==> src/common/div_cfg.svh <==
// ======================================================================
// divider and register file sizing macros with derived widths
// ======================================================================
`ifndef DIV_CFG_SVH
`define DIV_CFG_SVH

// operand, quotient and remainder width
`define DIV_DATA_WIDTH 32

// registers in the register file, register 0 included
`define DIV_NUM_REGS 32

// register selector width
`define DIV_SEL_WIDTH ($clog2(`DIV_NUM_REGS))

// quotient bit index width
`define DIV_POS_WIDTH ($clog2(`DIV_DATA_WIDTH))

`endif
==> src/common/div_pkg.sv <==
// ======================================================================
// shared divider types: data, selector, bit position and FSM states
// ======================================================================
`default_nettype none

`include "div_cfg.svh"

package div_pkg;

    // operands, results and register contents
    typedef logic [`DIV_DATA_WIDTH-1:0] data_t;

    // register selector, zero means no write
    typedef logic [`DIV_SEL_WIDTH-1:0] sel_t;

    // quotient bit currently being resolved
    typedef logic [`DIV_POS_WIDTH-1:0] pos_t;

    // controller states
    // idle waits for a request, calc runs one bit per clock,
    // the two write states each hold one register-file write
    typedef enum logic [1:0] {
        idle       = 2'd0,
        calc       = 2'd1,
        write_quot = 2'd2,
        write_mod  = 2'd3
    } div_state_e;

endpackage

`default_nettype wire

==> src/design/div_regfile_top.sv <==
// ======================================================================
// divider top: controller, bit counter, datapath and register file
// ======================================================================
`timescale 1ns/100ps
`default_nettype none

`include "div_cfg.svh"

module div_regfile_top (
    input  logic           clk,
    input  logic           rst,
    input  logic           req_valid,
    output logic           req_ready,
    input  div_pkg::data_t a,
    input  div_pkg::data_t b,
    input  div_pkg::sel_t  quot_sel,
    input  div_pkg::sel_t  mod_sel,
    input  div_pkg::sel_t  rd_sel,
    output div_pkg::data_t rd_data
);

    // controller to counter and datapath
    logic           start;
    logic           step;
    logic           last;
    div_pkg::pos_t  pos;
    div_pkg::data_t quotient;
    div_pkg::data_t remainder;

    // write port between controller and register file
    logic           rf_wr_req;
    div_pkg::sel_t  rf_wr_sel;
    div_pkg::data_t rf_wr_data;
    logic           rf_wr_ack;

    div_ctrl ctrl0 (
        .clk        (clk),
        .rst        (rst),
        .req_valid  (req_valid),
        .req_ready  (req_ready),
        .quot_sel   (quot_sel),
        .mod_sel    (mod_sel),
        .start      (start),
        .step       (step),
        .last       (last),
        .quotient   (quotient),
        .remainder  (remainder),
        .rf_wr_req  (rf_wr_req),
        .rf_wr_sel  (rf_wr_sel),
        .rf_wr_data (rf_wr_data),
        .rf_wr_ack  (rf_wr_ack)
    );

    div_bit_counter cnt0 (
        .clk   (clk),
        .rst   (rst),
        .start (start),
        .step  (step),
        .pos   (pos),
        .last  (last)
    );

    // operands go straight in, the datapath latches them on start
    div_datapath dp0 (
        .clk       (clk),
        .rst       (rst),
        .start     (start),
        .step      (step),
        .pos       (pos),
        .a         (a),
        .b         (b),
        .quotient  (quotient),
        .remainder (remainder)
    );

    reg_file rf0 (
        .clk     (clk),
        .rst     (rst),
        .wr_req  (rf_wr_req),
        .wr_sel  (rf_wr_sel),
        .wr_data (rf_wr_data),
        .wr_ack  (rf_wr_ack),
        .rd_sel  (rd_sel),
        .rd_data (rd_data)
    );

endmodule

`default_nettype wire

==> src/design/reg_file.sv <==
// ======================================================================
// register file: req/ack write port, combinational read, zero register
// ======================================================================
`timescale 1ns/100ps
`default_nettype none

`include "div_cfg.svh"

module reg_file (
    input  logic           clk,
    input  logic           rst,
    input  logic           wr_req,
    input  div_pkg::sel_t  wr_sel,
    input  div_pkg::data_t wr_data,
    output logic           wr_ack,
    input  div_pkg::sel_t  rd_sel,
    output div_pkg::data_t rd_data
);

    // register 0 has no storage
    div_pkg::data_t regs [1:`DIV_NUM_REGS-1];

    // a request not yet acked, served on this edge
    logic new_req;

    assign new_req = wr_req && !wr_ack;

    // ack pulses for one cycle after each new request
    always_ff @(posedge clk or posedge rst) begin
        if (rst) begin
            wr_ack <= 1'b0;
        end else begin
            wr_ack <= new_req;
        end
    end

    // write lands on the same edge that raises ack
    always_ff @(posedge clk or posedge rst) begin
        if (rst) begin
            for (int i = 1; i < `DIV_NUM_REGS; i++) begin
                regs[i] <= '0;
            end
        end else if (new_req && (wr_sel != '0)) begin
            // writes to register 0 are dropped
            regs[wr_sel] <= wr_data;
        end
    end

    // combinational read, register 0 hardwired
    always_comb begin
        if (rd_sel == '0) begin
            rd_data = '0;
        end else begin
            rd_data = regs[rd_sel];
        end
    end

    // client keeps the same write presented through the ack cycle
    a_ack_with_held_req : assert property (
        @(posedge clk) disable iff (rst)
        wr_ack |-> (wr_req && $stable(wr_sel) && $stable(wr_data))
    );

endmodule

`default_nettype wire

==> src/int_div/div_datapath.sv <==
// ======================================================================
// restoring division datapath: divisor, partial remainder and quotient
// ======================================================================
`timescale 1ns/100ps
`default_nettype none

`include "div_cfg.svh"

module div_datapath (
    input  logic           clk,
    input  logic           rst,
    input  logic           start,
    input  logic           step,
    input  div_pkg::pos_t  pos,
    input  div_pkg::data_t a,
    input  div_pkg::data_t b,
    output div_pkg::data_t quotient,
    output div_pkg::data_t remainder
);

    localparam int width = `DIV_DATA_WIDTH;

    // divisor copy, taken at start
    div_pkg::data_t b_q;

    // partial remainder and quotient state
    div_pkg::data_t rem_q;
    div_pkg::data_t quot_q;
    div_pkg::data_t rem_nxt;
    div_pkg::data_t quot_nxt;

    // double width so the shifted divisor never drops high bits
    logic [2*width-1:0] shifted_b;
    logic [2*width-1:0] ext_rem;
    logic               fits;

    assign shifted_b = {{width{1'b0}}, b_q} << pos;
    assign ext_rem   = {{width{1'b0}}, rem_q};

    // equal counts as a fit
    // a zero divisor always fits, so quotient is all ones
    assign fits = (shifted_b <= ext_rem);

    always_comb begin
        rem_nxt  = rem_q;
        quot_nxt = quot_q;
        if (start) begin
            rem_nxt  = a;
            quot_nxt = '0;
        end else if (step && fits) begin
            // fit means shifted_b <= rem, so upper half is zero here
            rem_nxt       = rem_q - shifted_b[width-1:0];
            quot_nxt[pos] = 1'b1;
        end
    end

    always_ff @(posedge clk or posedge rst) begin
        if (rst) begin
            rem_q  <= '0;
            quot_q <= '0;
        end else begin
            rem_q  <= rem_nxt;
            quot_q <= quot_nxt;
        end
    end

    always_ff @(posedge clk) begin
        if (start) begin
            b_q <= b;
        end
    end

    // outputs show the value the next edge stores, so on the last step
    // the controller sees the finished quotient and remainder
    assign quotient  = quot_nxt;
    assign remainder = rem_nxt;

endmodule

`default_nettype wire

==> src/int_div/div_bit_counter.sv <==
// ======================================================================
// quotient bit position down-counter with last-step flag
// ======================================================================
`timescale 1ns/100ps
`default_nettype none

`include "div_cfg.svh"

module div_bit_counter (
    input  logic          clk,
    input  logic          rst,
    input  logic          start,
    input  logic          step,
    output div_pkg::pos_t pos,
    output logic          last
);

    // msb index, first bit resolved
    localparam div_pkg::pos_t top_pos = div_pkg::pos_t'(`DIV_DATA_WIDTH - 1);

    always_ff @(posedge clk or posedge rst) begin
        if (rst) begin
            pos <= '0;
        end else if (start) begin
            pos <= top_pos;
        end else if (step) begin
            // moves down one bit per step
            pos <= pos - div_pkg::pos_t'(1);
        end
    end

    // bit 0 is the final step of a division
    assign last = (pos == '0);

    // once bit 0 has been stepped the controller stops stepping
    // until a new start reloads the position
    a_no_step_past_zero : assert property (
        @(posedge clk) disable iff (rst)
        (step && last) |=> !step
    );

endmodule

`default_nettype wire

==> src/int_div/div_ctrl.sv <==
// ======================================================================
// divider controller FSM: request accept, calc stepping, result writes
// ======================================================================
`timescale 1ns/100ps
`default_nettype none

`include "div_cfg.svh"

module div_ctrl (
    input  logic           clk,
    input  logic           rst,
    input  logic           req_valid,
    output logic           req_ready,
    input  div_pkg::sel_t  quot_sel,
    input  div_pkg::sel_t  mod_sel,
    output logic           start,
    output logic           step,
    input  logic           last,
    input  div_pkg::data_t quotient,
    input  div_pkg::data_t remainder,
    output logic           rf_wr_req,
    output div_pkg::sel_t  rf_wr_sel,
    output div_pkg::data_t rf_wr_data,
    input  logic           rf_wr_ack
);

    div_pkg::div_state_e state;

    // destination selectors captured at acceptance
    div_pkg::sel_t quot_sel_q;
    div_pkg::sel_t mod_sel_q;

    // entry conditions for the two write states
    logic enter_quot;
    logic enter_mod;

    // ready only while nothing is in flight
    assign req_ready = (state == div_pkg::idle);

    // one-cycle pulse on the accept edge
    assign start = req_valid && req_ready;

    // calc advances one quotient bit every clock
    assign step = (state == div_pkg::calc);

    // quotient write goes first whenever its selector is non-zero
    assign enter_quot = step && last && (quot_sel_q != '0);

    // remainder write follows the last step directly when the quotient
    // write is skipped, otherwise it follows the quotient ack
    assign enter_mod = (mod_sel_q != '0) &&
                       ((step && last && (quot_sel_q == '0)) ||
                        ((state == div_pkg::write_quot) && rf_wr_ack));

    always_ff @(posedge clk or posedge rst) begin
        if (rst) begin
            state      <= div_pkg::idle;
            quot_sel_q <= '0;
            mod_sel_q  <= '0;
            rf_wr_req  <= 1'b0;
            rf_wr_sel  <= '0;
        end else begin
            case (state)
                div_pkg::idle: begin
                    if (start) begin
                        quot_sel_q <= quot_sel;
                        mod_sel_q  <= mod_sel;
                        state      <= div_pkg::calc;
                    end
                end
                div_pkg::calc: begin
                    if (last) begin
                        if (enter_quot) begin
                            rf_wr_req <= 1'b1;
                            rf_wr_sel <= quot_sel_q;
                            state     <= div_pkg::write_quot;
                        end else if (enter_mod) begin
                            rf_wr_req <= 1'b1;
                            rf_wr_sel <= mod_sel_q;
                            state     <= div_pkg::write_mod;
                        end else begin
                            // both selectors zero, nothing to write
                            state <= div_pkg::idle;
                        end
                    end
                end
                div_pkg::write_quot: begin
                    if (rf_wr_ack) begin
                        if (enter_mod) begin
                            // request stays high, only selector and data change
                            rf_wr_sel <= mod_sel_q;
                            state     <= div_pkg::write_mod;
                        end else begin
                            rf_wr_req <= 1'b0;
                            state     <= div_pkg::idle;
                        end
                    end
                end
                div_pkg::write_mod: begin
                    if (rf_wr_ack) begin
                        rf_wr_req <= 1'b0;
                        state     <= div_pkg::idle;
                    end
                end
                default: begin
                    state <= div_pkg::idle;
                end
            endcase
        end
    end

    // write data register
    // datapath outputs already carry the final values on the last step
    always_ff @(posedge clk) begin
        if (enter_quot) begin
            rf_wr_data <= quotient;
        end else if (enter_mod) begin
            rf_wr_data <= remainder;
        end
    end

    // request held with the same selector until the register file acks
    a_wr_req_hold : assert property (
        @(posedge clk) disable iff (rst)
        (rf_wr_req && !rf_wr_ack) |=> (rf_wr_req && $stable(rf_wr_sel))
    );

    // no write handshake in progress while quotient bits are stepped
    a_step_port_idle : assert property (
        @(posedge clk) disable iff (rst)
        step |-> (!rf_wr_req && !rf_wr_ack)
    );

endmodule

`default_nettype wire

==> config.mk <==
export PLATFORM = sky130hd
export DESIGN_NAME = div_regfile_top
export DESIGN_NICKNAME = d
export VERILOG_FILES = /design/src/common/div_pkg.sv /design/src/design/div_regfile_top.sv /design/src/design/reg_file.sv /design/src/int_div/div_datapath.sv /design/src/int_div/div_bit_counter.sv /design/src/int_div/div_ctrl.sv
export VERILOG_INCLUDE_DIRS = /design/src /design/src/common
export SDC_FILE = /design/constraint.sdc
export NUM_CORES = 2
export LEC_CHECK = 0
export BUFFER_PORTS_ARGS = -buffer_cell sky130_fd_sc_hd__buf_2
export CELL_PAD_IN_SITES_DETAIL_PLACEMENT = 0
export CELL_PAD_IN_SITES_GLOBAL_PLACEMENT = 1
export CORE_MARGIN = 2
export CORE_UTILIZATION = 40
export CTS_BUF_LIST = sky130_fd_sc_hd__clkbuf_8
export CTS_CLUSTER_SIZE = 25
export DETAILED_ROUTE_END_ITERATION = 16
export GPL_TIMING_DRIVEN = 0
export PLACE_DENSITY_LB_ADDON = 0.1
export SETUP_SLACK_MARGIN = 0.05
export SYNTH_ARGS = -nofsm -noshare
export SYNTH_HDL_FRONTEND = slang
export SYNTH_SLANG_ARGS = --single-unit
export TNS_END_PERCENT = 100
==> constraint.sdc <==
create_clock -name clk -period 36.1 [get_ports clk]
set_input_delay 0 -clock clk [delete_from_list [all_inputs] [get_ports clk]]
set_output_delay 0 -clock clk [all_outputs]
set_load 0.02 [all_outputs]
==> results.py <==
metrics = {
    "outcome": {
        "status": "finished with violations",
        "violations": "max-capacitance violations, max-slew violations",
    },
    "setup_path": {
        "cp_common_cell": "buf_2",
        "critPathKind": "flop to flop",
        "slowest_delay_ns": 1.14,
        "startpoint_type": "flop",
        "cp_cell_sequence": "buf_2 > buf_2 > buf_2 > buf_2 > buf_1 > mux2_2 > o21ai_0 > nor2_1 > a21oi_1 > mux2_2 > nand2b_1 > inv_1 > ha_1 > clkbuf_1 > a21oi_1 > o21ai_0 > a2111oi_0 > o21ai_0 > a21oi_1 > o21ai_1 > a2111oi_0 > o31ai_1",
        "worstReg2RegEnd": "ctrl0.rf_wr_data[26]$_DFFE_PP_",
        "critical_path.max_fanout": 10,
        "critPathRequiredTime_ns": 36.67,
        "cp.buffers_inverters": 7,
        "slowest_stage": "a2111oi_0",
        "path_delay_family": "compound AO/OA/AOI/OAI gates",
        "r2r_cells": 22,
        "rrSetupSlack_ns": 27.71,
        "endpoint_kind": "flop",
        "arrival_ns": 8.96,
        "reg2reg_from": "cnt0.pos[1]$_DFFE_PP0P_",
    },
    "timing": {
        "period_minus_slack_ns": 8.39,
        "fmax_ghz": 0.119,
        "tns_ns": 0,
        "tightest_slew_ns": 1.51,
        "rsz0062_at_grt": "false",
        "timing.final.crit_share": 0.232,
        "setup_violations": 0,
        "fin_worst_skew_ns": 0.0664,
        "hold_viol": 0,
        "slew_headroom": -0.00872,
        "drv_slew": 11,
    },
    "cts": {
        "cts_sinks": 1144,
        "clk_pin_slew_ns": 0.06,
        "clockBufferDepth": 3,
        "cts_tree": "yes",
        "cts_setup_buffers": 0,
        "cts_buffers": 202,
        "ctsHtreeMaxLevel": 4,
        "cts_root_buf": "clkbuf_8",
        "hold_buffers": 148,
        "ctsResizeCount": 0,
        "clk_latency_ns": 0.96,
    },
    "placement": {
        "dpl.cell_count": 5797,
        "gp_congestion": 0.875,
        "portBuffers": 111,
        "place_hpwl_um": 129000,
    },
    "global_route": {
        "grt_pass1_vias": 37100,
        "grtUsageTotal": 0.269,
        "grt_max_degree": 127,
        "antenna_found_initial": 6,
        "grt_overflow": 0,
        "grt_first_pass_wirelength_um": 272000,
    },
    "synthesis": {
        "synthDistinctLibCells": 74,
        "synth_fp_nets": 4031,
        "synth_edf_count": 64,
        "synth_top_flop_cell": "dfrtp_1",
        "ys.warnings.count": 0,
        "syn_area_per_cell_sq_um": 14.3,
        "netlist_area_sq_mm": 0.0554,
        "seq_area_frac_synth": 0.522,
        "async_flop_share": 0.944,
        "yosys_register_bits": 1144,
        "synthCells": 3881,
    },
    "finish": {
        "num-nets-final": 4506,
        "layoutNonFillerInstCount": 6319,
        "final_layout_size_suffix_gt1_frac": 0.405,
        "area_growth_pct": 15.8,
    },
    "power_and_ir_drop": {
        "p_total_w": 0.00518,
        "pwr_density_cell_mw_per_mm2": 80.7,
        "p_leak_nw": 29.4,
        "irDropWorstVdd_v": 0.0000608,
    },
    "die": {
        "rows": 136,
        "initial_core_util": 0.403,
        "dieArea_sq_mm": 0.142,
        "core_sq_mm": 0.137,
        "die-width_um": 376,
        "dieHeight_um": 376,
        "io_pins": 115,
    },
    "route": {
        "ant_nets": 0,
        "wl_per_cell_um": 29.9,
        "drtIter0Drc": 2545,
        "firstDrtPassIters": 5,
        "vias": 36200,
        "vias_per_cell": 5.73,
        "drc": 0,
        "wirelength_um": 189000,
    },
    "min_path": {
        "hold-path-cell-count": 5,
        "hp-start": "req_valid",
        "hold_class": "input pin to flop",
        "holdPathEnd": "ctrl0.state[0]$_DFFE_PP0P_",
    },
    "job": {
        "max-cap-violations": 1,
    },
}
Yosys cell counts, types with 9 or more instances:
library cell,instances,share of area
o21a_1,13,0.0018
a221oi_1,13,0.0021
xor2_1,9,0.0014
a31oi_1,15,0.0017
a21o_1,14,0.0019
nor3_1,37,0.0033
ha_1,67,0.015
a211oi_1,14,0.0019
buf_1,84,0.0057
and2_1,10,0.0011
dfrtp_1,1080,0.49
buf_2,9,0.00081
o21ai_0,63,0.0057
nor2_1,142,0.0096
nand2b_1,19,0.0021
mux4_2,306,0.12
clkbuf_1,250,0.017
nand2_1,151,0.010
a32o_1,10,0.0018
o22ai_1,13,0.0015
a22o_1,31,0.0049
a21oi_1,109,0.0098
edfxtp_1,64,0.035
mux2_2,1065,0.22
xnor2_1,15,0.0024
o31ai_1,17,0.0023
inv_1,74,0.0050
nand4_1,11,0.0012
nor2b_1,12,0.0014
nand3_1,14,0.0013
mux2i_1,39,0.0070
placed cells by master, fill, tap and decap left out, drive strengths merged, types with 8 or more instances in the layout:
cell type / netlist / final
dfrtp: 1080 / 1080
mux2: 1065 / 1065
clkbuf: 251 / 507
mux4: 306 / 306
buf: 97 / 218
inv: 75 / 154
nand2: 151 / 151
dlygate4sd3: 0 / 148
nor2: 142 / 142
a21oi: 109 / 109
ha: 67 / 67
o21ai: 66 / 66
edfxtp: 64 / 64
mux2i: 39 / 39
nor3: 37 / 37
a22o: 31 / 31
clkinv: 2 / 25
nand2b: 19 / 19
o31ai: 17 / 17
a31oi: 15 / 15
xnor2: 15 / 15
a221oi: 15 / 15
nand3: 14 / 14
a21o: 14 / 14
a211oi: 14 / 14
o22ai: 13 / 13
o21a: 13 / 13
nor2b: 12 / 12
nand4: 11 / 11
and2: 11 / 11
diode: 0 / 10
a32o: 10 / 10
xor2: 9 / 9
nand3b: 8 / 8
tightest hold or removal path: cells and delay by family:
kind,cells,cell delay [ns]
buffers and inverters,2,0.70
AND/OR/NAND/NOR,1,0.10
AO/OA/AOI/OAI,2,0.17
sequential cells by signal (all words and copies together), names as in the netlist, 2 cells and up:
signal	count
ctrl0.mod_sel_q	5
ctrl0.rf_wr_sel	5
dp0.b_q	32
dp0.rem_q	32
ctrl0.rf_wr_data	32
ctrl0.quot_sel_q	5
ctrl0.state	2
cnt0.pos	5
dp0.quot_q	32
rf0.regs	992
cell families after synthesis:
| group | Yosys count | synth area share |
|---|---|---|
| muxes | 1410 | 0.348 |
| DFF | 1144 | 0.522 |
| and+or+nand+nor | 435 | 0.0355 |
| buffers and inverters | 425 | 0.0295 |
| AOI/OAI and AO/OA | 375 | 0.0454 |
| adders and majority gates | 68 | 0.0155 |
| xor gates and xnor gates | 24 | 0.00379 |
layout make-up:
type	instances	area, sq um
Clock inverter	108	609
Timing Repair Buffer	271	2330
Buffer	348	1370
Multi-Input combinational cell	2312	24800
Fill cell	12500	73300
Inverter	77	297
Clock buffer	255	3510
Tap cell	1794	2240
Antenna cell	10	25.0
Sequential cell	1144	28900
routing by layer:
layer,routed length [um],global-route usage,vias up
met5,13,0,-
met3,9240,0.0460,355
met2,88600,0.428,1023
met1,84200,0.370,19400
li1,-,-,15400
met4,6850,0.101,2
power by group:
part	switching [W]	leakage [nW]	internal (W)	total (W)
clock network	0.000576	2.38	0.000657	0.00123
logic	0.000977	12.2	0.000937	0.00191
registers	0.000247	14.9	0.00178	0.00203
metrics by stage:
step | area (sq um) | hold slack, ns | util | setup slack [ns]
6_report | 64200 | 0.125 | 0.467 | 27.71
4_1_cts | 64100 | 0.0219 | 0.466 | 27.92
2_1_floorplan | 55400 | 0.0989 | - | 5.70
5_1_grt | 64200 | 0.0881 | 0.467 | 27.47
3_5_place_dp | 58500 | 0.178 | 0.426 | 28.01
3_3_place_gp | 58200 | 0.178 | 0.423 | -8.53
how the worst max path moves through the flow:
stage	slack (ns)	cells past startpoint	startpoint	to
6_report	27.71	22	cnt0.pos[1]$_DFFE_PP0P_	ctrl0.rf_wr_data[26]$_DFFE_PP_
5_1_grt	27.47	22	cnt0.pos[1]$_DFFE_PP0P_	ctrl0.rf_wr_data[26]$_DFFE_PP_
3_5_place_dp	28.01	22	cnt0.pos[1]$_DFFE_PP0P_	ctrl0.rf_wr_data[26]$_DFFE_PP_
2_1_floorplan	5.70	1	rst	cnt0.pos[0]$_DFFE_PP0P_
3_3_place_gp	-8.53	2	rst	rf0.regs[771]$_DFFE_PP0P_
4_1_cts	27.92	22	cnt0.pos[1]$_DFFE_PP0P_	ctrl0.rf_wr_data[26]$_DFFE_PP_
No activity file was read; power rests on OpenSTA's default activity.
